### config.mk
export PLATFORM = sky130hd
export DESIGN_NAME = mem_bus_decoder
export DESIGN_NICKNAME = d
export VERILOG_FILES = /design/src/hw/core_pkg.sv /design/src/hw/mem_bus_decoder.sv
export SDC_FILE = /design/constraint.sdc
export NUM_CORES = 1
export LEC_CHECK = 0
export ABC_AREA = 1
export ABC_CLOCK_PERIOD_IN_PS = 870
export BUFFER_PORTS_ARGS = -buffer_cell sky130_fd_sc_hd__clkbuf_2
export CAP_MARGIN = 20
export CORE_AREA = 2 2 89 91
export DETAILED_ROUTE_END_ITERATION = 10
export DIE_AREA = 0 0 91 93
export PLACE_DENSITY_LB_ADDON = 0.25
export SETUP_SLACK_MARGIN = 0.1
export SLEW_MARGIN = 20
export SYNTH_ARGS = -nofsm -noshare
export SYNTH_HDL_FRONTEND = slang
export SYNTH_SLANG_ARGS = --single-unit
export TNS_END_PERCENT = 100
### constraint.sdc
create_clock -name clk -period 0.87 [get_ports clk]
set_input_delay 0.174 -clock clk [delete_from_list [all_inputs] [get_ports clk]]
set_output_delay 0.174 -clock clk [all_outputs]
set_load 0.02 [all_outputs]
### src/hw/core_pkg.sv
package core_pkg;

	// Bus data word.
	typedef logic [31:0] word;

	// Word address, byte address without its two low bits.
	typedef logic [29:0] ptr;

	// One bus transaction as issued by the arbiter.
	typedef struct packed {
		ptr   addr;
		logic write;
		word  data_wr;
	} bus_req_t;

	// Address map. Everything from IO_BASE up is the register block.
	localparam ptr IO_BASE = 30'h0400_0000; // Byte address 0x1000_0000.

	// SRAM geometry.
	localparam int SRAM_WORDS = 1024;
	localparam int SRAM_AW = $clog2(SRAM_WORDS);

	// Wait states before the SRAM access.
	localparam int SRAM_WAIT = 2;
	localparam int WAIT_W = $clog2(SRAM_WAIT + 1);
	localparam logic [WAIT_W-1:0] WAIT_LAST = WAIT_W'(SRAM_WAIT - 1);

	// Register offsets inside the I/O region.
	localparam ptr IO_SCRATCH = 30'd0;
	localparam ptr IO_WCOUNT = 30'd1;

endpackage

### src/hw/mem_bus_decoder.sv
`timescale 1ns/1ps

module mem_bus_decoder (
	input  logic               clk,
	input  logic               rst_n,

	input  logic               bus_start,
	input  core_pkg::bus_req_t bus_req,

	input  logic               sram_ready,
	input  core_pkg::word      sram_data_rd,
	input  logic               io_ready,
	input  core_pkg::word      io_data_rd,

	output logic               sram_start,
	output logic               io_start,
	output core_pkg::bus_req_t tgt_req,
	output logic               bus_ready,
	output core_pkg::word      bus_data_rd
);

	logic is_io;
	logic pending; // Transaction outstanding at a target.
	logic sel_io;  // Owner of that transaction.

	assign is_io = bus_req.addr >= core_pkg::IO_BASE;

	// Start goes to exactly one target.
	assign sram_start = bus_start && !is_io;
	assign io_start = bus_start && is_io;
	assign tgt_req = bus_req;

	// Response from the recorded owner only.
	assign bus_ready = pending && (sel_io ? io_ready : sram_ready);
	assign bus_data_rd = sel_io ? io_data_rd : sram_data_rd;

	always_ff @(posedge clk or negedge rst_n) begin
		if (!rst_n) begin
			pending <= 1'b0;
			sel_io <= 1'b0;
		end else if (bus_start) begin
			// A start in a ready cycle replaces the finished owner.
			pending <= 1'b1;
			sel_io <= is_io;
		end else if (bus_ready) begin
			pending <= 1'b0;
		end
	end

endmodule

# --- Word-level counts from Yosys, hierarchy flattened ---
# Index checks and enable logic that the tools add are counted.
# Widths: inputs -> output; s select.
totals:
  ff_bits: 2
  elab_cells: 12
  output_inout_bits: 98
classes:
  n_mux: 4
  order_cmp: 1
  n_reduce_logical: 5
ops:
  columns: ["cell", "n"]
  rows:
  - ["$mux 32", 1]
  - ["$ge 30x27->1 const B", 1]
  - ["$logic_and 1x1->1", 3]
  - ["$mux 1", 3]
  - ["$reduce_bool 2->1", 1]
  - ["$logic_not 1->1", 1]

# --- Depth between registers and ports, before layout ---
depth:
  word_depth: 4
  mapped_depth: 5

# --- Least setup slack after synthesis ---
# No wires, ideal clock.
synth_timing:
  path_kind: "register to output"
  startpoint: "register sel_io"
  endpoint: "output bus_ready"
  stages_incl_launch_ff: 5
  n_path_buf: 1
  required_time_ns: 0.696
  t_arrival_ns: 0.951
  setup_slack_ns: -0.255
  path_cell_list: "dfrtp_1 > buf_6 > inv_8 > nand2_1 > a21boi_1"
synth_between:
  elab_chain_cells: 2
synth_rtl:
  columns: ["element", "line_no", "rtl"]
  rows:
  - ["from (decl)", "mem_bus_decoder.sv:24", "logic sel_io;"]
  - ["from (signal assigned)", "mem_bus_decoder.sv:44", "sel_io <= is_io;"]
  - ["$mux 1", "mem_bus_decoder.sv:34", "assign bus_ready = pending && (sel_io ? io_ready : sram_ready);"]
  - ["$logic_and 1x1->1", "mem_bus_decoder.sv:34", null]
  - ["to (decl)", "mem_bus_decoder.sv:18", "output logic bus_ready,"]
# No other way between the ends.

# --- Worst setup path in the final report ---
layout_timing:
  startpoint: "register sel_io"
  endpoint: "output bus_data_rd[16]"
layout_between:
  elab_chain_cells: 1
layout_rtl:
  columns: ["element", "line_no", "rtl"]
  rows:
  - ["$mux 32", "mem_bus_decoder.sv:35", "assign bus_data_rd = sel_io ? io_data_rd : sram_data_rd;"]
  - ["to (decl)", "mem_bus_decoder.sv:19", "output core_pkg::word bus_data_rd"]
# No other way between the ends.

==> impl_metrics.sql <==
INSERT INTO impl_metrics (metric_group, metric, value, unit) VALUES
('synth', 'postSynthCellCount', '183', ''),
('synth', 'synth.ff_latch_count', '2', ''),
('die', 'design.die.area', '8460', 'µm²'),
('critical_path', 'path_buf_inv', '3', ''),
('critical_path', 'critical_path.endpoint_type', 'primary output', ''),
('synth', 'synth.cell_area', '1060', 'µm²'),
('grt', 'grt.overflow.total', '0', ''),
('timing', 'hold-worst-slack', '0.237', 'ns'),
('clocking', 'clk_pin_slew_worst_paths', '0.03', 'ns'),
('critical_path', 'ff2ff_path_depth', '5', ''),
('cells_and_area', 'antenna_cells_inserted', '0', ''),
('cells_and_area', 'final_nets', '379', ''),
('critical_path', 'critical-path-slowest-cell', 'dfrtp_2', ''),
('timing', 'finalSetupViolCount', '34', ''),
('placed_design', 'placement.setup.worst_slack', '-0.367', 'ns'),
('timing', 'tns', '-15.57', 'ns'),
('critical_path', 'crit_path_cells', 'inv_8, clkbuf_16, nand2_1, nand2_2, clkbuf_8', ''),
('timing', 'fin_ws', '-0.501', 'ns'),
('synth', 'synth_cell_type_count', '11', ''),
('critical_path', 'cpPeakStageDelay', '0.46', 'ns'),
('timing', 'period_minus_slack', '1.37', 'ns'),
('grt', 'number_of_antenna_violations_at_the_first_check_in_global_routing', '0', ''),
('drt', 'totalWireLength', '3.61', 'mm'),
('placed_design', 'gp_congestion', '0.680', ''),
('placed_design', 'place_hpwl', '2.77', 'mm'),
('critical_path', 'critical_path_start_type', 'flop', ''),
('clocking', 'clk_latency', '0.21', 'ns'),
('grt', 'grt_pass1_wl', '4.82', 'mm'),
('drt', 'avgViaCountPerCell', '3.60', ''),
('critical_path', 'crit_cells', '5', ''),
('synth', 'synth.avg_cell_area', '5.80', 'µm²'),
('cells_and_area', 'final_cells', '347', ''),
('drt', 'post-route-drc-count', '0', ''),
('clocking', 'ctsRootBufferMaster', 'clkbuf_8', ''),
('timing', 'finalMaxSlewViolations', '0', ''),
('timing', 'rsz0062_at_grt', 'yes', ''),
('timing', 'worst_slew_pin_slew', '0.174', 'ns'),
('die', 'core', '7530', 'µm²'),
('cells_and_area', 'drive_above_1_share', '0.796', ''),
('timing', 'clock_skew', '0.00160', 'ns'),
('placed_design', 'placedCellCount', '338', ''),
('min_path', 'hold-path-cell-count', '3', ''),
('timing', 'final_min_period_over_clock_period', '1.58', ''),
('grt', 'groute.usage.overall', '0.0692', ''),
('outcome', 'run_status', 'finished with violations', ''),
('timing', 'maxClockFrequency', '729', 'MHz'),
('die', 'floorplan.die.width', '91', 'µm'),
('die', 'die_h', '93', 'µm'),
('drt', 'postRouteAntennaNets', '0', ''),
('flow_run', 'maxCapViolations', '0', ''),
('synth', 'synth-warning-count', '0', ''),
('clocking', 'cts_tree', 'yes', ''),
('drt', 'avgRoutedWirePerCell', '10.4', 'µm'),
('critical_path', 'crit_path_max_fanout', '9', ''),
('drt', 'initialDrtViolationCount', '13', ''),
('cells_and_area', 'postLayoutCoreUtil', '0.251', ''),
('die', 'initial_utilization', '0.141', ''),
('clocking', 'cts_htree_levels', '1', ''),
('die', 'boundary_pins', '230', ''),
('outcome', 'violations', 'setup timing', ''),
('placed_design', 'numPortBuffers', '111', ''),
('synth', 'ys_seq_area_frac', '0.0472', ''),
('clocking', 'numCtsBuffers', '3', ''),
('critical_path', 'cp_top_family', 'flip-flops', ''),
('drt', 'firstDrtPassIters', '3', ''),
('timing', 'maxSlewHeadroom', '0.884', ''),
('grt', 'grt_max_degree', '20', ''),
('min_path', 'timing.hold.worst.class', 'primary input to flop', ''),
('power', 'ir_drop', '293', 'µV'),
('drt', 'detailroute.via_count', '1248', ''),
('power', 'power_density', '942', 'nW/µm²'),
('synth', 'syn_nets', '315', ''),
('critical_path', 'critPathKind', 'flop to primary output', ''),
('critical_path', 'critPathRequiredTime', '0.70', 'ns'),
('cells_and_area', 'area_growth', '78.2', '%'),
('die', 'fp-row-count', '32', ''),
('power', 'p_leak', '1.08', 'nW'),
('timing', 'final-hold-violation-count', '0', ''),
('critical_path', 'crit_arrival', '1.20', 'ns'),
('clocking', 'tritoncts_num_sinks', '2', ''),
('clocking', 'clockBufferDepth', '2', ''),
('grt', 'vias_in_the_first_global_route', '1109', '');
## logic make-up (layout without fill, tap and decap cells)
family	count (synthesis)	in the layout	synth area share
AOI/OAI and AO/OA	1	1	0.00708
buffers and inverters	73	135	0.542
DFF	2	2	0.0472
and+or+nand+nor	107	107	0.403
## worst reg2reg max path, cell delays in order (launching register included)
cell     delay [ns]
dfrtp_2        0.46
inv_8          0.12
nand2_2        0.08
buf_4          0.13
nand3_1        0.06
nand2_1        0.05
## per-stage QoR
stage / cell area, µm² / total power [mW]
3_3_place_gp: 1450 / 1.12
6_report: 1890 / 1.78
2_1_floorplan: 1220 / 1.15
4_1_cts: 1610 / 1.57
3_5_place_dp: 1450 / 1.12
5_1_grt: 1890 / 1.91
## routing by layer
metal | part of all wire | up-vias | global-route usage
li1 | - | 606 | -
met1 | 0.33 | 540 | 0.0621
met2 | 0.53 | 82 | 0.131
met3 | 0.11 | 20 | 0.0298
met4 | 0.035 | 0 | 0.0354
met5 | 0 | - | 0
## power breakdown
part           switching (mW)  total (mW)  internal [mW]
Combinational           0.648        1.31          0.662
Clock                  0.0649       0.357          0.292
Sequential             0.0122       0.115          0.103
Total                   0.725        1.78           1.06
## cells in the final DEF (no fill, tap or decap), drive strengths merged
| cell type | synthesis | routed |
|---|---|---|
| nand3 | 1 | 1 |
| nand2 | 103 | 103 |
| clkbuf | 0 | 83 |
| nor2 | 3 | 3 |
| inv | 3 | 3 |
| buf | 70 | 48 |
| dlygate4sd3 | 0 | 1 |
| a21boi | 1 | 1 |
| dfrtp | 2 | 2 |
## synthesized netlist by cell type (all sizes together)
cell | count | share of area
a21boi | 1 | 0.0071
buf | 70 | 0.52
dfrtp | 2 | 0.047
inv | 3 | 0.018
nand2 | 103 | 0.39
nand3 | 1 | 0.0047
nor2 | 3 | 0.011
## final timing paths
check	slack, ns	from	endpoint
setup / recovery	-0.50	sel_io	bus_data_rd[16]
hold / removal	0.24	bus_start	pending
setup reg to reg	-0.15	sel_io	pending
hold reg to reg	0.51	pending	pending
max in group asynchronous	0.47	rst_n	sel_io
min in group asynchronous	0.29	rst_n	sel_io
## flip-flops by register name, indices dropped and copies added (netlist names)
name / flops
sel_io: 1
pending: 1
## final cells by class
| class | instances | area (µm²) |
|---|---|---|
| Inverter | 3 | 18.8 |
| Fill cell | 855 | 5640 |
| Multi-Input combinational cell | 108 | 677 |
| Tap cell | 102 | 128 |
| Timing Repair Buffer | 129 | 975 |
| Clock buffer | 3 | 41.3 |
| Sequential cell | 2 | 51.3 |
## timing repair
| item | 4_1_cts | 5_1_grt |
|---|---|---|
| gates cloned | 0 | 2 |
| endpoints found under the setup margin | 37 | 37 |
| buffers inserted | 3 | 0 |
| hold endpoints to repair | 2 | 0 |
| pin swaps | 2 | 6 |
| gates resized for setup | 20 | 99 |
| hold buffers | 1 | 0 |
No activity file was read; power rests on OpenSTA's default activity.
