[config.mk]
export PLATFORM = sky130hd
export DESIGN_NAME = mem_io_regs
export DESIGN_NICKNAME = d
export VERILOG_FILES = /design/src/hw/core_pkg.sv /design/src/hw/mem_io_regs.sv
export SDC_FILE = /design/constraint.sdc
export NUM_CORES = 1
export LEC_CHECK = 0
export BUFFER_PORTS_ARGS = -buffer_cell sky130_fd_sc_hd__buf_4
export CELL_PAD_IN_SITES_DETAIL_PLACEMENT = 0
export CELL_PAD_IN_SITES_GLOBAL_PLACEMENT = 1
export CORE_ASPECT_RATIO = 0.6
export CORE_MARGIN = 5
export CORE_UTILIZATION = 43
export DETAILED_ROUTE_END_ITERATION = 8
export GPL_TIMING_DRIVEN = 0
export PLACE_DENSITY_LB_ADDON = 0.1
export SLEW_MARGIN = 20
export SYNTH_ARGS = -nofsm -noshare
export SYNTH_HDL_FRONTEND = slang
export SYNTH_SLANG_ARGS = --single-unit
[constraint.sdc]
create_clock -name clk -period 2.6 [get_ports clk]
set_clock_uncertainty 0.2 [all_clocks]
set_input_delay 0.13 -clock clk [delete_from_list [all_inputs] [get_ports clk]]
set_output_delay 0.13 -clock clk [all_outputs]
set_load 0.03 [all_outputs]
[src/hw/core_pkg.sv]
package core_pkg;

	// Bus data word.
	typedef logic [31:0] word;

	// Word address, byte address without its two low bits.
	typedef logic [29:0] ptr;

	// One bus transaction as issued by the arbiter.
	typedef struct packed {
		ptr   addr;
		logic write;
		word  data_wr;
	} bus_req_t;

	// Address map. Everything from IO_BASE up is the register block.
	localparam ptr IO_BASE = 30'h0400_0000; // Byte address 0x1000_0000.

	// SRAM geometry.
	localparam int SRAM_WORDS = 1024;
	localparam int SRAM_AW = $clog2(SRAM_WORDS);

	// Wait states before the SRAM access.
	localparam int SRAM_WAIT = 2;
	localparam int WAIT_W = $clog2(SRAM_WAIT + 1);
	localparam logic [WAIT_W-1:0] WAIT_LAST = WAIT_W'(SRAM_WAIT - 1);

	// Register offsets inside the I/O region.
	localparam ptr IO_SCRATCH = 30'd0;
	localparam ptr IO_WCOUNT = 30'd1;

endpackage

[src/hw/mem_io_regs.sv]
`timescale 1ns/1ps

module mem_io_regs (
	input  logic               clk,
	input  logic               rst_n,

	input  logic               start,
	input  core_pkg::bus_req_t req,

	output logic               ready,
	output core_pkg::word      data_rd
);

	core_pkg::ptr offset;
	core_pkg::word scratch;
	core_pkg::word wcount; // Writes into the region since reset.

	assign offset = req.addr - core_pkg::IO_BASE;

	always_ff @(posedge clk or negedge rst_n) begin
		if (!rst_n) begin
			ready <= 1'b0;
			scratch <= '0;
			wcount <= '0;
		end else begin
			ready <= start;
			if (start && req.write) begin
				wcount <= wcount + 1'b1;
				// Counter offset takes the write but keeps no data.
				if (offset == core_pkg::IO_SCRATCH)
					scratch <= req.data_wr;
			end
		end
	end

	always_ff @(posedge clk) begin
		if (start) begin
			case (offset)
				core_pkg::IO_SCRATCH: data_rd <= scratch;
				core_pkg::IO_WCOUNT:  data_rd <= wcount;
				default:              data_rd <= '0;
			endcase
		end
	end

endmodule

== Word-level counts from Yosys, hierarchy flattened ==
Index checks and enable logic that the tools add are counted.
W data, S select, Z words.
Word-level totals
  register bits after elaboration: 97
  latch bits: 0
  bits in writable memories: 0
  memory bits (read-only): 0
  input port bits: 66
  output and inout port bits: 33
  word-level logic and storage cells: 11
  memories kept: 0
Cells by class
  $add $sub $neg: 2
  multiply operators: 0
  divide/modulo/power cells: 0
  order comparisons: 0
  equal/unequal tests: 1
  shifts and indexed selects: 0
  mux-type cells: 1
  bitwise operators: 0
  reduce and logical (&&, ||, !) cells: 3
Operators by type and width (number)
  $pmux W32 S2: 1
  $add A32 B1 Y32 const B: 1
  $eq A30 B1 Y1 const B: 1
  $logic_not A30 Y1: 1
  $sub A30 B27 Y30 const B: 1
  $reduce_and A2 Y1: 1
  $logic_and A1 B1 Y1: 1

== Longest topological paths before layout ==
Gate-level depths: netlist of the first run.
  word-level depth: 3
  mapped depth: 6
  mapped depth without buffers: 5

== Worst setup path after synthesis of the first run ==
Ideal clock, no wire load.
  path type: in2reg
  from: input port req[38] (netlist bit)
  to: register scratch[15]
  setup time: 0.125 ns
  data arrival time: 1.502 ns
  data required time: 2.275 ns
  path slack: 0.773 ns
  stages on the path: 5
  path buffers: 1
  cell sequence: nor4_1 nand4_1 nor4_4 buf_6 mux2_2
Between the ends
  word-level cells in the longest chain between the ends: 3
Ends and longest elaborated chain
  start: declaration: RTL line mem_io_regs.sv:8  | input core_pkg::bus_req_t req,
  $sub A30 B27 Y30: RTL line mem_io_regs.sv:18  | assign offset = req.addr - core_pkg::IO_BASE;
  $logic_not A30 Y1: RTL line mem_io_regs.sv:30  | if (offset == core_pkg::IO_SCRATCH)
  $reduce_and A2 Y1 (no source line)
  end signal: assignment: RTL line mem_io_regs.sv:31  | scratch <= req.data_wr;
  end: declaration: RTL line mem_io_regs.sv:15  | core_pkg::word scratch;
Every way passes these cells.
A chain may end at the register's enable or synchronous reset.

== Final worst setup path of the first run ==
  from: input port start
  to: register scratch[24]
Between the ends
  word-level cells in the longest chain between the ends: 2
Ends and longest elaborated chain
  start: declaration: RTL line mem_io_regs.sv:7  | input logic start,
  $logic_and A1 B1 Y1: RTL line mem_io_regs.sv:27  | if (start && req.write) begin
  $reduce_and A2 Y1 (no source line)
Every way passes these cells.

==> metrics.txt, run 1 <==
endpoint required time on the critical path=2.62 ns; leading cell type in the layout, fill and taps excluded=buf_4; Mapped Avg Cell Area=around 13 um2; post-synthesis cell type count=24; R2R setup slack=about 0.4 ns; area post-placement=0.00508 mm2; smallest hold slack=between 0.15 and 0.2 ns; CTS Root Cell=clkbuf_16; utilization of the core after routing=~60%; final critical-path required period=between 2 and 2.5 ns; total global routing track utilization=about 18%; total of buffers placed on input and output ports=97; Filler Cells Inserted=~770; number of antenna repair diodes=0; Synth-to-Final Area Change=37.1%; Slew headroom=36.0%; DR DRC count=0; proportion of layout cells with a drive suffix above 1=between 30% and 40%; pre-CTS setup slack=0.253 ns; TritonCTS clock tree=yes; Num Clock Sinks=between 90 and 100; Min-Delay Path Class=in2reg; post-synth top area share=38.8%; source-to-sink clock delay at the later pin of the worst-skew pair=~0.34 ns; biggest area consumer among synthesized cells=dfrtp_1; pin count of the biggest net entering global routing=66; cell leakage power=about 2.6 nW; number of detailed-route iterations in the first pass=4; Routed WL=9930 um; Critical Setup Path Class=in2reg; Hold Crit Start=req[33]; effective utilization at floorplan=between 40 and 50%; fraction of the cycle the final worst path needs=between 90% and 100%; number of vias per cell=approximately 5; outcome=finished clean; startpoint of the worst-slack reg-to-reg timing path=wcount[5]; P per Cell Area=605 mW/mm2; gpl congestion=0.791; number of nets in the layout=521; final number of max-transition violations=0; register bit count reported by yosys=between 90 and 100; Worst Setup Slack, final=0.144 ns; placed instance count=538; hold worst-path end=data_rd[10]; Critical Path End Type=flip-flop; final antenna-violating net count=0; multi-input combinational cell area=about 0.0015 mm2; top area cells in the synthesized netlist=dfrtp_1 (39%), edfxtp_1 (23%), mux2_2 (8.1%), mux2i_1 (7.6%), xnor2_1 (5.0%); number of standard cells in the layout, taps in and fillers out=between 500 and 600; routed length per instance=approximately 17 um; Die Footprint=0.0119 mm2; Std-Cell Core Area=between 0.009 and 0.01 mm2; Cell Area, Synth=0.00419 mm2; Worst Hold Depth=3; clock input transition at the sequential cells of the worst setup and hold paths=approximately 0.070 ns; final-report setup violation count=0; most used cells in the layout excluding fill and tap cells=buf_4 (97), dfrtp_1 (65), nor2_1 (37); achievable frequency=just over 400 MHz; unrepaired setup endpoints after global routing=no; measured slew at the worst slew-check pin=roughly 0.96 ns; number of post-CTS setup repair buffers=0; die height=between 80 and 90 um; Yosys warning count=0; Post-Syn Instances=around 310; num ports=just under 100; vias after detailed routing=between 2,000 and 3,000; Worst R2R End=wcount[31]; syn_nets=about 380; sum of net half-perimeters after detailed placement=approximately 6800 um; area taken by flip-flops and latches=~0.0026 mm2; Setup TNS=0 ns; number of buffers created by CTS=9; antenna violations before repair=0; die span in x=roughly 140 um; part of the Yosys area used for sequential elements=61.7%; first-pass GRT wire length=~16,000 um; number of rows created at floorplan=27; via count of the first global-routing pass=3,013; number of H-tree branching levels=3; endpoint arrival time on the critical path=between 2 and 2.5 ns; 1st-iter DRT viols=between 150 and 200; total grt overflow=0; Crit Path Max Fanout=35; kind of start point of the critical path=input pin; FF-to-FF path depth=5; worst IR drop on VDD=0.406 mV; final instance area=0.00575 mm2; CTS max path bufs=2; overall power of the completed layout=3.48 mW; final-report hold violation count=0; number of maximum-capacitance constraint violations=0
## cells in the mapped netlist, drive strengths merged
master	number
nand4	17
ha	1
edfxtp	32
nor4	8
inv	3
buf	4
and3	6
xor2	7
xnor2	24
nor2	37
nor3	5
and4	5
mux2	33
nor4b	1
nand3	8
nand4b	2
nand2	10
dfrtp	65
clkbuf	10
or2	1
mux2i	32
## cells by family (layout without fill, tap and decap cells)
family | after synthesis | count (layout) | synth area share [%]
xor gates and xnor gates | 31 | 31 | 6.48
DFF | 97 | 97 | 61.7
and+or+nand+nor | 100 | 100 | 12.9
muxes | 65 | 65 | 16.5
adders and majority gates | 1 | 1 | 0.298
buffers and inverters | 17 | 165 | 2.09
## per-layer routing
metal	track usage, %	vias up	part of all wire (%)
met5	0	-	0
met4	2.45	0	0.37
met3	5.10	5	5.6
met2	26.5	69	43
met1	26.5	1395	51
li1	-	1410	-
## layout make-up
type | count | share of cell area, %
Clock buffer | 10 | 3.98
Timing Repair Buffer | 132 | 18.8
Buffer | 14 | 1.35
Clock inverter | 6 | 1.44
Inverter | 3 | 0.196
Tap cell | 130 | 2.83
Multi-Input combinational cell | 197 | 26.4
Sequential cell | 97 | 45.0
## power breakdown
part	leakage (nW)	switching [mW]	internal [mW]
Combinational	1.23	0.172	0.189
Clock	0.144	0.549	0.836
Sequential	1.21	0.0826	1.65
Total	2.58	0.803	2.67
## state kept, by name, indices dropped and copies added (netlist names)
name and count:
data_rd 32, wcount 32, scratch 32, ready 1
## critical path, cell delays in order
cell	delay, ns
dlygate4sd3_1	0.53
buf_4	0.44
nand2_1	0.32
nor4_4	0.43
buf_6	0.25
mux2_2	0.35
## how the worst max path moves through the flow
stage               cells past startpoint           to     from
floorplan                               5  scratch[15]  req[38]
global placement                        6   wcount[31]    start
detailed placement                      6   wcount[31]    start
CTS                                     7   wcount[31]    start
global route                            6  scratch[24]    start
finish                                  6  scratch[24]    start
## repair_timing
item	4_1_cts	5_1_grt
setup endpoints to repair	0	8
resized for setup	0	2
hold buffers	35	0
hold endpoints to repair	99	0
(Power assumes the default switching activity.)
==> run 2: changes to the inputs <==
--- a/config.mk
+++ b/config.mk
@@ -6,7 +6,7 @@
 export NUM_CORES = 1
 export LEC_CHECK = 0
 export BUFFER_PORTS_ARGS = -buffer_cell sky130_fd_sc_hd__buf_4
-export CELL_PAD_IN_SITES_DETAIL_PLACEMENT = 0
+export CELL_PAD_IN_SITES_DETAIL_PLACEMENT = 1
 export CELL_PAD_IN_SITES_GLOBAL_PLACEMENT = 1
 export CORE_ASPECT_RATIO = 0.6
 export CORE_MARGIN = 5
==> metrics.txt, run 2 (synthesized netlist as in run 1, its figures left out) <==
final critical-path required period=2.34 ns (-0.116 ns); endpoint arrival time on the critical path=2.37 ns (-0.11 ns); Crit Path Max Fanout=10 (-71%); unrepaired setup endpoints after global routing=no; cells traversed along the worst timing path=nand4_1 > nor4_4 > buf_2 > nand4_1 > xnor2_1; number of maximum-capacitance constraint violations=0 (unchanged); die height=86.5 um (unchanged); number of nets in the layout=521 (unchanged); registers with the most flip-flops=data_rd: 32 flops, scratch: 32 flops, wcount: 32 flops; routed length per instance=19.1 um (+14%); endpoint required time on the critical path=2.63 ns (about the same); Setup TNS=0 ns (unchanged); total grt overflow=0 (unchanged); sum of net half-perimeters after detailed placement=7600 um (+11%); CTS Root Cell=clkbuf_16; die span in x=137 um (unchanged); Filler Cells Inserted=965 (+26%); number of H-tree branching levels=3 (unchanged); Critical Path End Type=flip-flop; final instance area=0.00575 mm2 (+0.13%); Std-Cell Core Area=0.00936 mm2 (unchanged); pin count of the biggest net entering global routing=66 (unchanged); total global routing track utilization=20.1% (+2.3 points); Slew headroom=38.7% (+2.6 points); most used cells in the layout excluding fill and tap cells=buf_4 (97), dfrtp_1 (65), nor2_1 (37); via count of the first global-routing pass=3,196 (+6.1%); vias after detailed routing=3,024 (+5.0%); TritonCTS clock tree=yes; kind of start point of the critical path=flip-flop; final number of max-transition violations=0 (unchanged); 1st-iter DRT viols=214 (+22%); DR DRC count=0 (unchanged); final-report hold violation count=0 (unchanged); Critical Path Slowest Stage Cell=nor4_4; gpl congestion=0.791 (unchanged); measured slew at the worst slew-check pin=0.920 ns (-0.0393 ns); total of buffers placed on input and output ports=97 (unchanged); Routed WL=11,300 um (+13%); source-to-sink clock delay at the later pin of the worst-skew pair=0.34 ns (about the same); first-pass GRT wire length=17,700 um (+11%); clock input transition at the sequential cells of the worst setup and hold paths=0.06 ns (about the same); number of detailed-route iterations in the first pass=5 (+1); number of antenna repair diodes=0 (unchanged); area taken by flip-flops and latches=0.00259 mm2 (unchanged); cell leakage power=2.59 nW (+0.35%); worst IR drop on VDD=0.422 mV (+3.9%); achievable frequency=427 MHz (+5.0%); fraction of the cycle the final worst path needs=90.0% (-4.5 points); effective utilization at floorplan=44.8% (unchanged); final antenna-violating net count=0 (unchanged); Min-Delay Path Class=in2reg; cell repeated most along the worst path=nand4_1; proportion of layout cells with a drive suffix above 1=32.1% (-0.15 points); Synth-to-Final Area Change=37.2%; Die Footprint=0.0119 mm2 (unchanged); Critical Path Max Stage Delay=0.56 ns (+0.03 ns); final-report setup violation count=0 (unchanged); Critical Setup Path Class=reg2reg; multi-input combinational cell area=0.00152 mm2 (unchanged); area post-placement=0.00508 mm2 (unchanged); P per Cell Area=614 mW/mm2 (+1.5%); antenna violations before repair=0 (unchanged); outcome=finished clean; number of vias per cell=5.14 (+5.2%); Num Clock Sinks=97 (unchanged); CTS max path bufs=2 (unchanged); number of buffers created by CTS=9 (unchanged); number of rows created at floorplan=27 (unchanged); leading cell type in the layout, fill and taps excluded=buf_4; num ports=99 (unchanged)
[run 2: repair_timing]
item                       in CTS  in global routing
hold endpoints to repair       99                  0
gates resized for setup         0                  0
buffers inserted                0                  0
setup endpoints to repair       0                  0
hold buffers                   35                  0
[run 2: worst paths after layout]
check	startpoint	slack (ns)	cells after the start	endpoint
max	wcount[5]	0.26	5	wcount[31]
min	start	0.08	1	data_rd[3]
max reg2reg	wcount[5]	0.26	5	wcount[31]
min reg2reg	wcount[31]	0.29	1	wcount[31]
max in group asynchronous	rst_n	1.39	2	scratch[29]
min in group asynchronous	rst_n	0.22	2	scratch[7]
[run 2: area by class of cell]
class / count / share of cell area, %
buffer: 14 / 1.33
clock buffer: 12 / 4.46
clock inverter: 3 / 1.11
inverter: 3 / 0.196
multi-input combinational: 197 / 26.4
sequential: 97 / 45.0
tap: 130 / 2.83
timing repair buffer: 132 / 18.7
[run 2: through the flow]
step	hold slack, ns	power, mW	cells	utilization [%]	setup WS (ns)
finish	0.0776	3.53	588	61.5	0.260
global route	0.0902	3.67	588	61.5	0.181
CTS	0.0808	3.57	588	61.5	0.313
detailed placement	0.0969	2.09	538	54.3	0.240
global placement	0.0933	2.07	538	54.3	0.264
floorplan	-0.366	1.89	311	-	0.773
[run 2: routing by layer]
layer / GRT usage, % / part of all wire, % / vias up
li1: - / - / 1409
met1: 28.2 / 47 / 1522
met2: 32.0 / 48 / 85
met3: 4.47 / 4.1 / 8
met4: 5.16 / 0.72 / 0
met5: 0 / 0 / -
[run 2: power breakdown]
| part | switching, mW | internal [mW] | total [mW] | leakage, nW |
|---|---|---|---|---|
| sequential | 0.0870 | 1.65 | 1.74 | 1.21 |
| clock | 0.543 | 0.887 | 1.43 | 0.156 |
| combinational | 0.178 | 0.189 | 0.368 | 1.23 |
| total | 0.808 | 2.72 | 3.53 | 2.59 |
[run 2: critical path, delay by kind of cell, from the launching register on]
kind	cells	cell delay, ns
and+or+nand+nor	3	1.05
DFF	1	0.45
buffers and inverters	1	0.34
xor gates and xnor gates	1	0.18
