## src/hw/core_pkg.sv

```systemverilog
package core_pkg;

	// Bus data word.
	typedef logic [31:0] word;

	// Word address, byte address without its two low bits.
	typedef logic [29:0] ptr;

	// One bus transaction as issued by the arbiter.
	typedef struct packed {
		ptr   addr;
		logic write;
		word  data_wr;
	} bus_req_t;

	// Address map. Everything from IO_BASE up is the register block.
	localparam ptr IO_BASE = 30'h0400_0000; // Byte address 0x1000_0000.

	// SRAM geometry.
	localparam int SRAM_WORDS = 1024;
	localparam int SRAM_AW = $clog2(SRAM_WORDS);

	// Wait states before the SRAM access.
	localparam int SRAM_WAIT = 2;
	localparam int WAIT_W = $clog2(SRAM_WAIT + 1);
	localparam logic [WAIT_W-1:0] WAIT_LAST = WAIT_W'(SRAM_WAIT - 1);

	// Register offsets inside the I/O region.
	localparam ptr IO_SCRATCH = 30'd0;
	localparam ptr IO_WCOUNT = 30'd1;

endpackage

```

## src/hw/core_mmu_arbiter.sv

```systemverilog
`timescale 1ns/1ps

module core_mmu_arbiter (
	input  logic               clk,
	input  logic               rst_n,

	input  logic               bus_ready,
	input  core_pkg::word      bus_data_rd,

	input  logic               insn_start,
	input  core_pkg::ptr       insn_addr,

	input  logic               data_start,
	input  logic               data_write,
	input  core_pkg::ptr       data_addr,
	input  core_pkg::word      data_data_wr,

	output logic               bus_start,
	output core_pkg::bus_req_t bus_req,
	output logic               insn_ready,
	output logic               data_ready,
	output core_pkg::word      insn_data_rd,
	output core_pkg::word      data_data_rd
);

	typedef enum logic {
		INSN,
		DATA
	} master_t;

	master_t master;
	master_t next_master;

	logic active; // Transaction on the bus.
	logic hold_start;
	core_pkg::bus_req_t hold_req;
	core_pkg::bus_req_t insn_req;
	core_pkg::bus_req_t data_req;
	logic transition;
	logic hold_issue;
	logic hold_free;

	assign insn_req = '{addr: insn_addr, write: 1'b0, data_wr: '0};
	assign data_req = '{addr: data_addr, write: data_write, data_wr: data_data_wr};

	// Master may only change when the bus is free or turning.
	always_comb begin
		next_master = master;
		if (bus_ready || !active) begin
			unique case (master)
				DATA: next_master = data_start ? DATA : INSN;
				INSN: next_master = (data_start || hold_start) ? DATA : INSN;
			endcase
		end
	end

	assign transition = master != next_master;
	assign hold_issue = transition && hold_start; // Held side gets the bus.
	assign hold_free = transition || !hold_start;

	// Ready belongs to whoever owns the current transaction.
	assign insn_ready = (master == INSN) && bus_ready;
	assign data_ready = (master == DATA) && bus_ready;
	assign insn_data_rd = bus_data_rd;
	assign data_data_rd = bus_data_rd;

	always_comb begin
		if (hold_issue) begin
			bus_start = 1'b1;
			bus_req = hold_req;
		end else if (next_master == DATA) begin
			bus_start = data_start;
			bus_req = data_req;
		end else begin
			bus_start = insn_start;
			bus_req = insn_req;
		end
	end

	always_ff @(posedge clk or negedge rst_n) begin
		if (!rst_n) begin
			master <= INSN;
			active <= 1'b0;
			hold_start <= 1'b0;
		end else begin
			master <= next_master;
			active <= bus_start || (active && !bus_ready);
			// The side that is not master next cycle waits here.
			if (hold_free)
				hold_start <= (next_master == DATA) ? insn_start : data_start;
		end
	end

	always_ff @(posedge clk) begin
		if (hold_free)
			hold_req <= (next_master == DATA) ? insn_req : data_req;
	end

endmodule

```

## config.mk

```make
export PLATFORM = sky130hd
export DESIGN_NAME = core_mmu_arbiter
export DESIGN_NICKNAME = d
export VERILOG_FILES = /design/src/hw/core_pkg.sv /design/src/hw/core_mmu_arbiter.sv
export SDC_FILE = /design/constraint.sdc
export NUM_CORES = 1
export LEC_CHECK = 0
export ABC_AREA = 1
export ABC_CLOCK_PERIOD_IN_PS = 8600
export BUFFER_PORTS_ARGS = -buffer_cell sky130_fd_sc_hd__buf_2
export CORE_ASPECT_RATIO = 0.6
export CORE_UTILIZATION = 49
export CTS_CLUSTER_SIZE = 40
export DETAILED_ROUTE_END_ITERATION = 10
export PLACE_DENSITY = 0.87
export SLEW_MARGIN = 20
export SYNTH_ARGS = -nofsm -noshare
export SYNTH_HDL_FRONTEND = slang
export SYNTH_SLANG_ARGS = --single-unit
```

## constraint.sdc

```tcl
create_clock -name clk -period 8.6 [get_ports clk]
set_input_delay 1.29 -clock clk [delete_from_list [all_inputs] [get_ports clk]]
set_output_delay 1.29 -clock clk [all_outputs]
set_load 0.03 [all_outputs]
```

-- After elaboration in Yosys (flattened, before gate mapping)
Index checks and enable logic that the tools add are counted.
- eq/ne operators: 1
- muxes and demuxes: 10
- bitwise logic cells: 1
- reduce and logical (&&, ||, !) cells: 11
- operators by type and width (operator ; number):
    2-to-1 mux 63 bit ; 3
    2-to-1 mux 1 bit ; 6
    logical AND 1 bit ; 4
    logical OR 1 bit ; 4
    logical NOT 1 bit ; 3
    one-hot mux 1 bit (2 select lines) ; 1
    != test 1 bit ; 1
    NOT 1 bit ; 1
- register bits: 66
- bits of input ports: 130
- output and inout port bits: 130
- logic and storage cells: 29

-- Longest topological paths before layout
Gate-level depths: netlist of the first run.
- depth in word-level cells: 8
- gate-level depth with buffers: 8
- depth with buffers taken out: 7

-- Worst setup path after synthesis of the first run
OpenSTA, ideal clock, no wires.
- path kind: input -> register
- start: in data_start
- end: reg hold_req[0] in the netlist's numbering (enable)
- library setup time: 0.850 ns
- arrival: 2.995 ns
- data required time: 7.750 ns
- slack: 4.756 ns
- stages: 4
- buffers on the path: 0
- cell sequence: inv_1 nand2_1 nand3_1 nand3_1
- cells in the longest elaborated chain, start to end: 6
- elaborated cells between the ends (all ways): 7
- classes of those cells: eq/ne: 1; mux: 4; reduce/logical: 2
- RTL lines (item ; line ; source):
    start: declaration ; core_mmu_arbiter.sv:13 ; input logic data_start,
    logical OR 1 bit ; core_mmu_arbiter.sv:52 ; INSN: next_master = (data_start || hold_start) ? DATA : INSN;
    2-to-1 mux 1 bit ; core_mmu_arbiter.sv:52 ;
    one-hot mux 1 bit (2 select lines) (*) ; core_mmu_arbiter.sv:50 ; unique case (master)
    2-to-1 mux 1 bit (*) ; core_mmu_arbiter.sv:49 ; if (bus_ready || !active) begin
    != test 1 bit (*) ; core_mmu_arbiter.sv:57 ; assign transition = master != next_master;
    logical OR 1 bit (*) ; core_mmu_arbiter.sv:59 ; assign hold_free = transition || !hold_start;
    net hold_free ; core_mmu_arbiter.sv:41 ; logic hold_free;
    end signal: assignment ; core_mmu_arbiter.sv:96 ; hold_req <= (next_master == DATA) ? insn_req : data_req;
    end: declaration ; core_mmu_arbiter.sv:36 ; core_pkg::bus_req_t hold_req;
Mark *: on every way through the listed nets, which the timed path passes. The rest lies on a longest branch.
A chain may end at the register's enable or synchronous reset.

-- Worst setup path after layout of the first run
- start: in bus_ready
- end: out bus_start
- cells in the longest elaborated chain, start to end: 5
- elaborated cells between the ends (all ways): 6
- classes of those cells: eq/ne: 1; mux: 3; reduce/logical: 2
- RTL lines (item ; line ; source):
    start: declaration ; core_mmu_arbiter.sv:7 ; input logic bus_ready,
    logical OR 1 bit (*) ; core_mmu_arbiter.sv:49 ;
    2-to-1 mux 1 bit (*) ; core_mmu_arbiter.sv:49 ;
    != test 1 bit ; core_mmu_arbiter.sv:57 ;
    logical AND 1 bit ; core_mmu_arbiter.sv:58 ; assign hold_issue = transition && hold_start;
    2-to-1 mux 1 bit (*) ; core_mmu_arbiter.sv:68 ; if (hold_issue) begin
    end: declaration ; core_mmu_arbiter.sv:18 ; output logic bus_start,
Mark *: on every way between the ends. The rest lies on a longest branch, timed or not.

==> summary.txt, run 1 <==
CTS
  • Clock Tree Buf Depth: 2
  • Clk pin slew, worst setup/hold paths: 0.05 ns
  • CTS Buf Count: 9
  • Clk_lat worst skew: around 0.32 ns
  • Hold buffer count at cts: 0
  • CTS tree: yes
  • Post-CTS setup repair buffer count: 0
  • Root Driver: clkbuf_16
  • CTS resizes: 0
  • H-tree levels: 3
  • Clock sinks: between 60 and 70

Cells and area
  • Post-route design area: 5240 µm²
  • Filler cell count: between 800 and 900
  • Area Overhead vs Synth: 13.2%
  • Nets: 837
  • Most frequent cells in the layout: nand2_1, buf_2, nand3_1, inv_1, edfxtp_1
  • Ant. Diodes: 0
  • Layout cells sized above 1: 0.263

Floorplan
  • Starting Density: 0.506
  • Die footprint: 9850 µm²
  • Die Wd: 127 µm
  • Rows: 27
  • Top Ports: 260
  • Die extent in y: 77.3 µm
  • Core Area: approximately 9200 µm²

Timing
  • Minimum clock period: 4.96 ns
  • RSZ-0062 raised after global routing: false
  • Final setup fails: 0
  • Clk_skew: about 0.0054 ns
  • Max-slew violations: 0
  • Final Hold Viols: 0
  • Relative slew slack: 0.361
  • Fmax: 202 MHz
  • Fin crit share: 0.577
  • Setup TNS: 0 ns
  • Worst slew pin tran: 0.956 ns

Flow run
  • Max-cap violation count: 0

Route
  • Antenna Violating Nets Remaining: 0
  • DRC: 0
  • DRT Pass-1 Iters: 5
  • Vias per cell: 4.91
  • Routed WL: 10.9 mm
  • Via count: between 4,000 and 5,000
  • Initial DRC count: between 300 and 400
  • Drt wl/cell: 13.0 µm

Critical path
  • Reg-to-Reg Start: master$_DFF_PN0_
  • CP Cell Sequence: buf_2, inv_1, nand2_2, nand3_2, nand2_2, nand2_1, nand3_1, buf_2
  • Worst-path maximum fanout: 62
  • CP top delay family: simple AND/OR/NAND/NOR gates
  • Crit path launch type: primary input
  • WS Path Type: in -> out
  • R2R setup slack: 5.90 ns
  • Worst R2R Path Depth: 5
  • CP Data Required Time: 7.31 ns
  • Crit path arrival time: 3.67 ns
  • CP max stage delay: 0.96 ns
  • Crit-path slowest cell: nand2_2
  • Bufs and invs on worst path: 3
  • Critical Path Sink Type: output pin
  • FF-to-FF End: hold_req[38]$_DFFE_PP_

Pwr
  • Maximum vdd drop: about 0.00021 V
  • Pwr Density: 377 nW/µm²
  • Pleak: 2.90 nW
  • Clock group share of total power: 0.174
  • Sequential group share of total power: 0.309
  • Switch share: 0.471
  • Net Switching: ~930 µW
  • Comb power frac: 0.517
  • P_int: around 1.0 mW

Outcome
  • Status: complete, no violations

Logic synthesis
  • Mapped Cells: 632
  • Post-synthesis compound-gate area fraction: 0.0362
  • Synth Cell Area: 4630 µm²
  • Synth Area in XOR/XNOR: 0
  • Distinct cells, synth: 17
  • Sequential-to-total area share from yosys stat: 0.425
  • Synth Area in Simple Gates: 0.309
  • Synth Register Bits: 66
  • Adder-cell share of the synthesized area: 0
  • Largest family of logic cells by synthesized area: simple AND/OR/NAND/NOR gates
  • Mux contribution to synthesized area: 0
  • Post-Syn Nets: 762
  • Synthesis warning total: 0
  • Average cell area after synthesis: 7.33 µm²

Global routing
  • Vias in the first global route: 3,709
  • GR Util All Layers: 0.225
  • Largest net degree at the start of global routing: 67
  • First-pass GRT wire length: 17.5 mm
  • Initial antenna violation count: 0
  • Grt total ovfl: 0

Min path
  • Worst min-delay path class: reg -> reg
  • Worst Hold Path EP: active$_DFF_PN0_
  • Hold Crit Start: active$_DFF_PN0_
  • Depth of the worst hold-timing path: 2

Placed design
  • Post-DP Area: 4960 µm²
  • Port buffer count: 163
  • Post-DP HPWL: 7.22 mm
  • Placer Congestion: 0.803
-- state kept, by name, summed over array words and instances (netlist names) --
name / flops
hold_req: 63
active: 1
hold_start: 1
master: 1
-- cell type report --
class | instances | area [µm²] | area share
Clock buffer | 12 | 236 | 0.0451
Clock inverter | 4 | 42.5 | 0.00812
Inverter | 99 | 373 | 0.0712
Multi-Input combinational cell | 365 | 1620 | 0.309
Sequential cell | 66 | 1970 | 0.375
Tap cell | 130 | 163 | 0.0310
Timing Repair Buffer | 166 | 838 | 0.160
-- cell usage after synthesis --
cell        n  area (µm²)
clkbuf_1    7        26.3
nor2_1     35         131
buf_6       3        33.8
inv_2       2        7.51
dfrtp_1     3        75.1
buf_2      21         105
nand2_1   164         616
nand3_1   128         641
buf_4      70         526
inv_1      97         364
nand4_1     1        6.26
nand2_2     4        25.0
buf_1       1        3.75
o211ai_2    1        12.5
o21ai_0    31         155
edfxtp_1   63        1890
nand3_2     1        10.0
-- tightest hold or removal path: stages (launching register included) --
cell and delay (ns):
dfrtp_1 0.37, nand2_2 0.14, nand4_1 0.13
-- routing by layer --
| metal | vias up | part of all wire | GRT usage |
|---|---|---|---|
| met5 | - | 0 | 0 |
| met4 | 0 | 0.0062 | 0.0429 |
| met3 | 9 | 0.11 | 0.0775 |
| met2 | 259 | 0.43 | 0.342 |
| met1 | 1780 | 0.45 | 0.310 |
| li1 | 2084 | - | - |
-- cell families (layout without fill, tap and decap cells) --
family | count (synthesis) | after routing
flops | 66 | 66
simple gates | 333 | 333
buf+inv | 201 | 281
compound gates | 32 | 32
-- power by group through the flow --
stage	Clock, mW	Sequential (mW)	Combinational [mW]
floorplan	0	0.611	0.830
global placement	0	0.611	1.01
detailed placement	0	0.618	1.02
CTS	0.351	0.614	1.03
global route	0.366	0.630	1.12
finish	0.344	0.612	1.02
-- how the worst max path moves through the flow --
stage	start	end	depth (start not counted)
3_3_place_gp	bus_ready	bus_start	7
3_5_place_dp	bus_ready	bus_start	7
6_report	bus_ready	bus_start	8
4_1_cts	bus_ready	bus_start	7
2_1_floorplan	data_start	hold_req[0]$_SDFFCE_PP0P_	4
5_1_grt	bus_ready	bus_start	8
-- metrics by stage --
stage / std cells / utilization / hold slack [ns] / setup slack (ns) / power, mW
after detailed placement: 826 / 0.541 / 0.682 / 3.59 / 1.64
final: 842 / 0.572 / 0.674 / 3.64 / 1.98
after floorplan: 632 / - / 0.573 / 4.76 / 1.44
after global routing: 842 / 0.572 / 0.725 / 3.40 / 2.12
after global placement: 826 / 0.541 / 0.634 / 3.68 / 1.62
after CTS: 842 / 0.572 / 0.692 / 3.58 / 1.99
Power figures use the tool's default switching activity.
==> run 2, diff against run 1 <==
ABC_AREA = 0   (was 1)
ABC_CLOCK_PERIOD_IN_PS = 5100   (was 8600)
CORE_UTILIZATION = 47   (was 49)
PLACE_DENSITY = 0.82   (was 0.87)
clock period = 5.1 ns   (was 8.6 ns; I/O delays follow)
==> run 2 against run 1 <==
Worst hold slack got worse by 0.45 ns. Register-to-register slack worse by 3.9 ns. Count of clock-buffer cells in the layout decreased by 2. Core utilization shrank 1.1 points. Global-route usage decreased by 0.28 points. Die area increased by 14%. Via count up 1.7%. Combinational power decreased by 19%. Critical path type is now reg -> out.
==> summary.txt, run 2 <==
Critical path
  • Worst-path maximum fanout: 39 (was 62)
  • Crit-path slowest cell: dfrtp_2 (was nand2_2)
  • FF-to-FF End: hold_req[50]$_DFFE_PP_ (was hold_req[38]$_DFFE_PP_)
  • Worst R2R Path Depth: 5 (unchanged)
  • R2R setup slack: 1.97 ns (was 5.90 ns)
  • Crit path depth: 6 (was 8)
  • WS Path Type: reg -> out (was in -> out)
  • CP Data Required Time: 4.34 ns (was 7.31 ns)
  • Crit path launch type: flop (was primary input)
  • Setup crit end: bus_req[61] (was bus_start)
  • Reg-to-Reg Start: master$_DFF_PN0_ (unchanged)
  • CP startpoint: master$_DFF_PN0_ (was bus_ready)
  • CP top delay family: flip-flops (was simple AND/OR/NAND/NOR gates)
  • CP max stage delay: 0.96 ns (about the same)
  • CP Cell Sequence: nand2_1, nand3_2, buf_4, nor2_1, a31oi_1, buf_2 (was buf_2, inv_1, nand2_2, nand3_2, nand2_2, nand2_1, nand3_1, buf_2)
  • Bufs and invs on worst path: 2 (was 3)
  • Crit path arrival time: 3.02 ns (was 3.67 ns)
  • Critical Path Sink Type: output pin (unchanged)

Global routing
  • Vias in the first global route: 3,879 (was 3,709)
  • Largest net degree at the start of global routing: 83 (was 67)
  • GR Util All Layers: 0.222 (was 0.225)
  • Grt met2 use: 0.360 (was 0.342)
  • Grt met3 use: 0.0714 (was 0.0775)
  • Grt total ovfl: 0 (unchanged)
  • First-pass GRT wire length: 19.1 mm (was 17.5 mm)
  • Initial antenna violation count: 0 (unchanged)
  • Met1 GRT Util: 0.283 (was 0.310)
  • Busiest layer in global routing: met2 (unchanged)

CTS
  • CTS tree: yes (unchanged)
  • H-tree levels: 3 (unchanged)
  • Post-CTS setup repair buffer count: 0 (unchanged)
  • Hold buffer count at cts: 0 (unchanged)
  • Clock Tree Buf Depth: 2 (unchanged)
  • Clock sinks: 66 (unchanged)
  • Root Driver: clkbuf_16 (unchanged)
  • Clk_lat worst skew: 0.33 ns (was 0.32 ns)
  • Clk pin slew, worst setup/hold paths: 0.06 ns (was 0.05 ns)
  • CTS Buf Count: 9 (unchanged)
  • CTS resizes: 0 (unchanged)

Timing
  • Minimum clock period: 3.78 ns
  • Final Hold Viols: 0 (unchanged)
  • Fin crit share: 0.742
  • Clk_skew: 0.00576 ns (was 0.00542 ns)
  • Setup TNS: 0 ns (unchanged)
  • Worst slew pin tran: 0.983 ns (was 0.956 ns)
  • Relative slew slack: 0.343 (was 0.361)
  • RSZ-0062 raised after global routing: false (unchanged)
  • Max-slew violations: 0 (unchanged)
  • Final setup fails: 0 (unchanged)
  • Hold_ws: 0.227 ns (was 0.674 ns)
  • Fmax: 264 MHz

Logic synthesis
  • Synth Area in XOR/XNOR: 0 (unchanged)
  • Distinct cells, synth: 28 (was 17)
  • Average cell area after synthesis: 9.42 µm² (was 7.33 µm²)
  • Synthesis warning total: 0 (unchanged)
  • Largest cells by area after synthesis: edfxtp_1, buf_4, mux2_4 (was edfxtp_1, nand3_1, nand2_1)
  • Main synth FF type: edfxtp_1 (unchanged)
  • Post-Syn Nets: 668 (was 762)
  • FFs w/ async S/R, synth: 0.0455 (unchanged)
  • Synth Register Bits: 66 (unchanged)
  • Most frequent cell after synthesis: nand2_1 (unchanged)
  • Synth Area in Simple Gates: 0.199 (was 0.309)
  • Mapped Cells: 538 (was 632)
  • Sequential-to-total area share from yosys stat: 0.388 (was 0.425)
  • Post-synth top cells: nand2_1, buf_4, edfxtp_1, and2_1, o21ai_1 (was nand2_1, nand3_1, inv_1, buf_4, edfxtp_1)
  • Largest family of logic cells by synthesized area: simple AND/OR/NAND/NOR gates (unchanged)
  • Synth area leader: edfxtp_1 (unchanged)
  • Adder-cell share of the synthesized area: 0 (unchanged)
  • Synth Cell Area: 5070 µm² (was 4630 µm²)
  • Post-synthesis compound-gate area fraction: 0.110 (was 0.0362)
  • Mux contribution to synthesized area: 0.156 (was 0)
  • Number of enable flip-flop cells after synthesis: 63 (unchanged)
  • Area share of the largest cell type after synthesis: 0.373 (was 0.409)

Placed design
  • Post-DP HPWL: 8.44 mm (was 7.22 mm)
  • Port buffer count: 163 (unchanged)
  • Placer Congestion: 0.824 (was 0.803)
  • Post-DP Area: 5380 µm² (was 4960 µm²)

Floorplan
  • Starting Density: 0.499 (was 0.506)
  • Die footprint: 11,200 µm² (was 9850 µm²)
  • Die extent in y: 82.4 µm (was 77.3 µm)
  • Rows: 28 (was 27)
  • Top Ports: 260 (unchanged)
  • Core Area: 10,200 µm² (was 9160 µm²)
  • Die Wd: 136 µm (was 127 µm)

Flow run
  • Max-cap violation count: 0 (unchanged)

Cells and area
  • Largest Register: hold_req (unchanged)
  • Filler cell count: 930 (was 892)
  • Ant. Diodes: 0 (unchanged)
  • Max reg flops: 63 (unchanged)
  • Most frequent cells in the layout: buf_2, nand2_1, edfxtp_1, and2_1, o21ai_1 (was nand2_1, buf_2, nand3_1, inv_1, edfxtp_1)
  • Nets: 738 (was 837)
  • Post-route design area: 5700 µm² (was 5240 µm²)
  • Commonest non-fill, non-tap cell in the layout: buf_2
  • Layout cells sized above 1: 0.413 (was 0.263)
  • Area Overhead vs Synth: 12.4% (was 13.2%)

Route
  • Initial DRC count: 211 (was 363)
  • DRC: 0 (unchanged)
  • Via count: 4,201 (was 4,132)
  • Drt wl/cell: 16.8 µm (was 13.0 µm)
  • Vias per cell: 5.62 (was 4.91)
  • DRT Pass-1 Iters: 4 (was 5)
  • Routed WL: 12.5 mm (was 10.9 mm)
  • Antenna Violating Nets Remaining: 0 (unchanged)

Outcome
  • Status: complete, no violations (unchanged)

Pwr
  • Pwr Density: 397 nW/µm² (was 377 nW/µm²)
  • Pleak: 2.46 nW (was 2.90 nW)
  • Maximum vdd drop: 0.000173 V (was 0.000212 V)

Min path
  • Worst min-delay path class: in -> async (was reg -> reg)
-- run 2: worst register-to-register path: cells and delay by family, from the launching register on --
| family | cells | cell delay (ns) |
|---|---|---|
| AOI/OAI and AO/OA | 2 | 0.90 |
| DFF | 1 | 0.96 |
| buffers and inverters | 2 | 0.68 |
| muxes | 1 | 0.35 |
-- run 2: cells by family (layout without fill, tap and decap cells) --
kind of cell,count (synthesis),after routing
and+or+nand+nor,201,201
muxes,60,60
buffers and inverters,112,187
AOI/OAI and AO/OA,99,99
DFF,66,66
-- run 2: routing by layer --
layer / part of all wire / wire length (µm)
met1: 0.43 / 5450
met2: 0.47 / 5880
met3: 0.090 / 1130
met4: 0.0063 / 79
met5: 0 / 0
-- run 2: final cells by class --
type,instances,area (µm²),share of cell area
clock buffer,10,229,0.0402
clock inverter,6,90.1,0.0158
inverter,2,7.51,0.00132
multi-input combinational,360,2370,0.417
sequential,66,1970,0.345
tap,135,169,0.0296
timing repair buffer,169,861,0.151
-- run 2: report_power, final --
part	switching (mW)	leakage [nW]	internal, mW
sequential	0.0488	0.686	0.723
clock	0.232	0.153	0.430
combinational	0.535	1.62	0.296
-- run 2: worst min-delay path by stage --
| stage | end | cells past startpoint | from |
|---|---|---|---|
| final | hold_start$_DFFE_PN0P_ | 1 | rst_n |
| after global routing | hold_start$_DFFE_PN0P_ | 1 | rst_n |
| after CTS | hold_start$_DFFE_PN0P_ | 1 | rst_n |
| after detailed placement | hold_start$_DFFE_PN0P_ | 1 | rst_n |
| after global placement | hold_start$_DFFE_PN0P_ | 1 | rst_n |
| after floorplan | active$_DFF_PN0_ | 0 | rst_n |
-- run 2: stage by stage --
| step | setup WS [ns] | power, mW | util | cells |
|---|---|---|---|---|
| after floorplan | 1.94 | 1.49 | - | 538 |
| after global placement | 1.73 | 1.59 | 0.529 | 732 |
| after detailed placement | 1.68 | 1.61 | 0.529 | 732 |
| after CTS | 1.31 | 2.28 | 0.561 | 748 |
| after global routing | 1.08 | 2.37 | 0.561 | 748 |
| final | 1.32 | 2.26 | 0.561 | 748 |
==> run 3, diff against run 2 <==
ABC_AREA = 1   (was 0)
ABC_CLOCK_PERIOD_IN_PS = 3000   (was 5100)
CORE_UTILIZATION = 41   (was 47)
PLACE_DENSITY = 0.78   (was 0.82)
clock period = 3 ns   (was 5.1 ns; I/O delays follow)
==> run 3 against run 2 <==
Sequential power is 130% higher. Total power increased to 2.6 times the previous value. Combinational power increased to 3.7 times the previous value. Flip-flop and latch count unchanged. Critical endpoint is now bus_req[7]. Critical path type unchanged. The run now ends with design-rule violations left. Critical path depth did not move. First-iteration DRC count is 52% higher.
==> summary.txt, run 3 (synthesis results as in run 1) <==
Outcome
  • Failing checks: design-rule violations
  • Status: complete, but fails checks (was complete, no violations)

Floorplan
  • Starting Density: 0.430 (was 0.499)
  • Top Ports: 260 (unchanged)
  • Die Wd: 139 µm (was 136 µm)
  • Rows: 29 (was 28)
  • Core Area: 10,800 µm² (was 10,200 µm²)
  • Die extent in y: 84.3 µm (was 82.4 µm)
  • Die footprint: 11,700 µm² (was 11,200 µm²)

Cells and area
  • Ant. Diodes: 0 (unchanged)
  • Post-route design area: 5400 µm² (was 5700 µm²)
  • Commonest non-fill, non-tap cell in the layout: nand2_1 (was buf_2)
  • Layout cells sized above 1: 0.273 (was 0.413)
  • Max reg flops: 63 (unchanged)
  • Largest Register: hold_req (unchanged)
  • Filler cell count: 1,065 (was 930)
  • Area Overhead vs Synth: 16.6% (was 12.4%)
  • Most frequent cells in the layout: nand2_1, buf_2, nand3_1, inv_1, edfxtp_1 (was buf_2, nand2_1, edfxtp_1, and2_1, o21ai_1)
  • Nets: 846 (was 738)

Route
  • Drt wl/cell: 13.5 µm (was 16.8 µm)
  • Routed WL: 11.6 mm (was 12.5 mm)
  • DRC: 11 (was 0)
  • DR top layer: met4 (unchanged)
  • Metal-1 WL: 5.26 mm (was 5.45 mm)
  • Initial DRC count: 321 (was 211)
  • DRT Pass-1 Iters: 8 (was 4)
  • Met2 routed WL: 4.86 mm (was 5.88 mm)
  • Vias per cell: 4.88 (was 5.62)
  • Via count: 4,196 (was 4,201)
  • Met3 WL: 1.39 mm (was 1.13 mm)
  • Antenna Violating Nets Remaining: 0 (unchanged)

CTS
  • CTS Buf Count: 9 (unchanged)
  • Clock sinks: 66 (unchanged)
  • H-tree levels: 3 (unchanged)
  • Root Driver: clkbuf_16 (unchanged)
  • Clk_lat worst skew: 0.32 ns (was 0.33 ns)
  • Clock Tree Buf Depth: 2 (unchanged)
  • Clk pin slew, worst setup/hold paths: 0.06 ns (about the same)
  • Post-CTS setup repair buffer count: 0 (unchanged)
  • CTS tree: yes (unchanged)

Critical path
  • CP Cell Sequence: inv_2, o211ai_4, buf_4, nand3_1, nand2_1, buf_2 (was nand2_1, nand3_2, buf_4, nor2_1, a31oi_1, buf_2)
  • CP max stage delay: 0.59 ns (was 0.96 ns)
  • Crit path arrival time: 2.16 ns (was 3.02 ns)
  • Crit path launch type: flop (unchanged)
  • Critical Path Sink Type: output pin (unchanged)
  • Bufs and invs on worst path: 3 (was 2)
  • WS Path Type: reg -> out (unchanged)
  • Worst-path maximum fanout: 65 (was 39)
  • Crit-path slowest cell: buf_4 (was dfrtp_2)
  • CP top delay family: buffers and inverters (was flip-flops)
  • CP Data Required Time: 2.55 ns (was 4.34 ns)

Global routing
  • GR Util All Layers: 0.204 (was 0.222)
  • Grt total ovfl: 0 (unchanged)
  • Vias in the first global route: 3,824 (was 3,879)
  • Initial antenna violation count: 0 (unchanged)
  • First-pass GRT wire length: 18.8 mm (was 19.1 mm)
  • Largest net degree at the start of global routing: 66 (was 83)

Placed design
  • Post-DP Area: 5050 µm² (was 5380 µm²)
  • Post-DP HPWL: 7.94 mm (was 8.44 mm)
  • Placer Congestion: 0.811 (was 0.824)
  • Port buffer count: 163 (unchanged)

Timing
  • Final setup fails: 0 (unchanged)
  • Clk_skew: 0.00722 ns (was 0.00576 ns)
  • Fin crit share: 0.871
  • Relative slew slack: 0.531 (was 0.343)
  • Fmax: around 380 MHz
  • Final Hold Viols: 0 (unchanged)
  • Max-slew violations: 0 (unchanged)
  • Worst slew pin tran: 0.704 ns (was 0.983 ns)
  • Setup TNS: 0 ns (unchanged)
  • RSZ-0062 raised after global routing: false (unchanged)
  • Minimum clock period: between 2 and 3 ns

Pwr
  • Pwr Density: 1100 nW/µm² (was 397 nW/µm²)
  • Maximum vdd drop: 0.000484 V (was 0.000173 V)
  • Pleak: 2.98 nW (was 2.46 nW)
  • Final total power: 5.96 mW (was 2.26 mW)

Min path
  • Worst min-delay path class: in -> reg (was in -> async)

Flow run
  • Max-cap violation count: 0 (unchanged)
-- run 3: worst paths after layout --
path | start | endpoint | slack (ns) | cells past startpoint
max | master$_DFF_PN0_ | bus_req[7] | 0.39 | 6
min | insn_start | hold_start$_DFFE_PN0P_ | 0.38 | 3
max reg2reg | master$_DFF_PN0_ | hold_req[56]$_DFFE_PP_ | 1.06 | 6
min reg2reg | active$_DFF_PN0_ | active$_DFF_PN0_ | 0.66 | 2
max in group asynchronous | rst_n | master$_DFF_PN0_ | 2.45 | 2
min in group asynchronous | rst_n | active$_DFF_PN0_ | 0.45 | 2
-- run 3: timing repair --
| item | in CTS | in global routing |
|---|---|---|
| hold buffers | 1 | 0 |
| hold endpoints to repair | 3 | 0 |
| resized for setup | 0 | 0 |
| endpoints found under the setup margin | 0 | 0 |
-- run 3: layout make-up --
type / count / area, µm² / share of cell area
clock inverters: 7 / 108 / 0.0199
well taps: 139 / 174 / 0.0322
flip-flops and latches: 66 / 1970 / 0.364
clock buffers: 9 / 225 / 0.0417
inverters: 99 / 372 / 0.0689
repair buffers: 175 / 933 / 0.173
multi-input cells: 365 / 1620 / 0.300
-- run 3: per-layer routing --
layer	up-vias	GRT usage
met2	238	0.304
li1	2100	-
met4	0	0.0404
met1	1848	0.280
met3	10	0.0810
met5	-	0
-- run 3: metrics by stage --
stage	utilization	hold WS (ns)	cells	worst slack (ns)
detailed placement	0.469	0.247	843	0.577
finish	0.501	0.380	860	0.386
CTS	0.501	0.364	860	0.399
global route	0.501	0.371	860	0.230
floorplan	-	0.154	632	0.809
global placement	0.469	0.248	843	0.602
-- run 3: worst min-delay path: stages --
cell and delay (ns):
buf_2 0.10, nand2_1 0.05, nand3_1 0.07
-- run 3: report_power, final --
group | internal [mW] | switching, mW | total, mW
Combinational | 0.805 | 2.24 | 3.05
Clock | 0.802 | 0.367 | 1.17
Sequential | 1.61 | 0.130 | 1.74
Total | 3.22 | 2.74 | 5.96
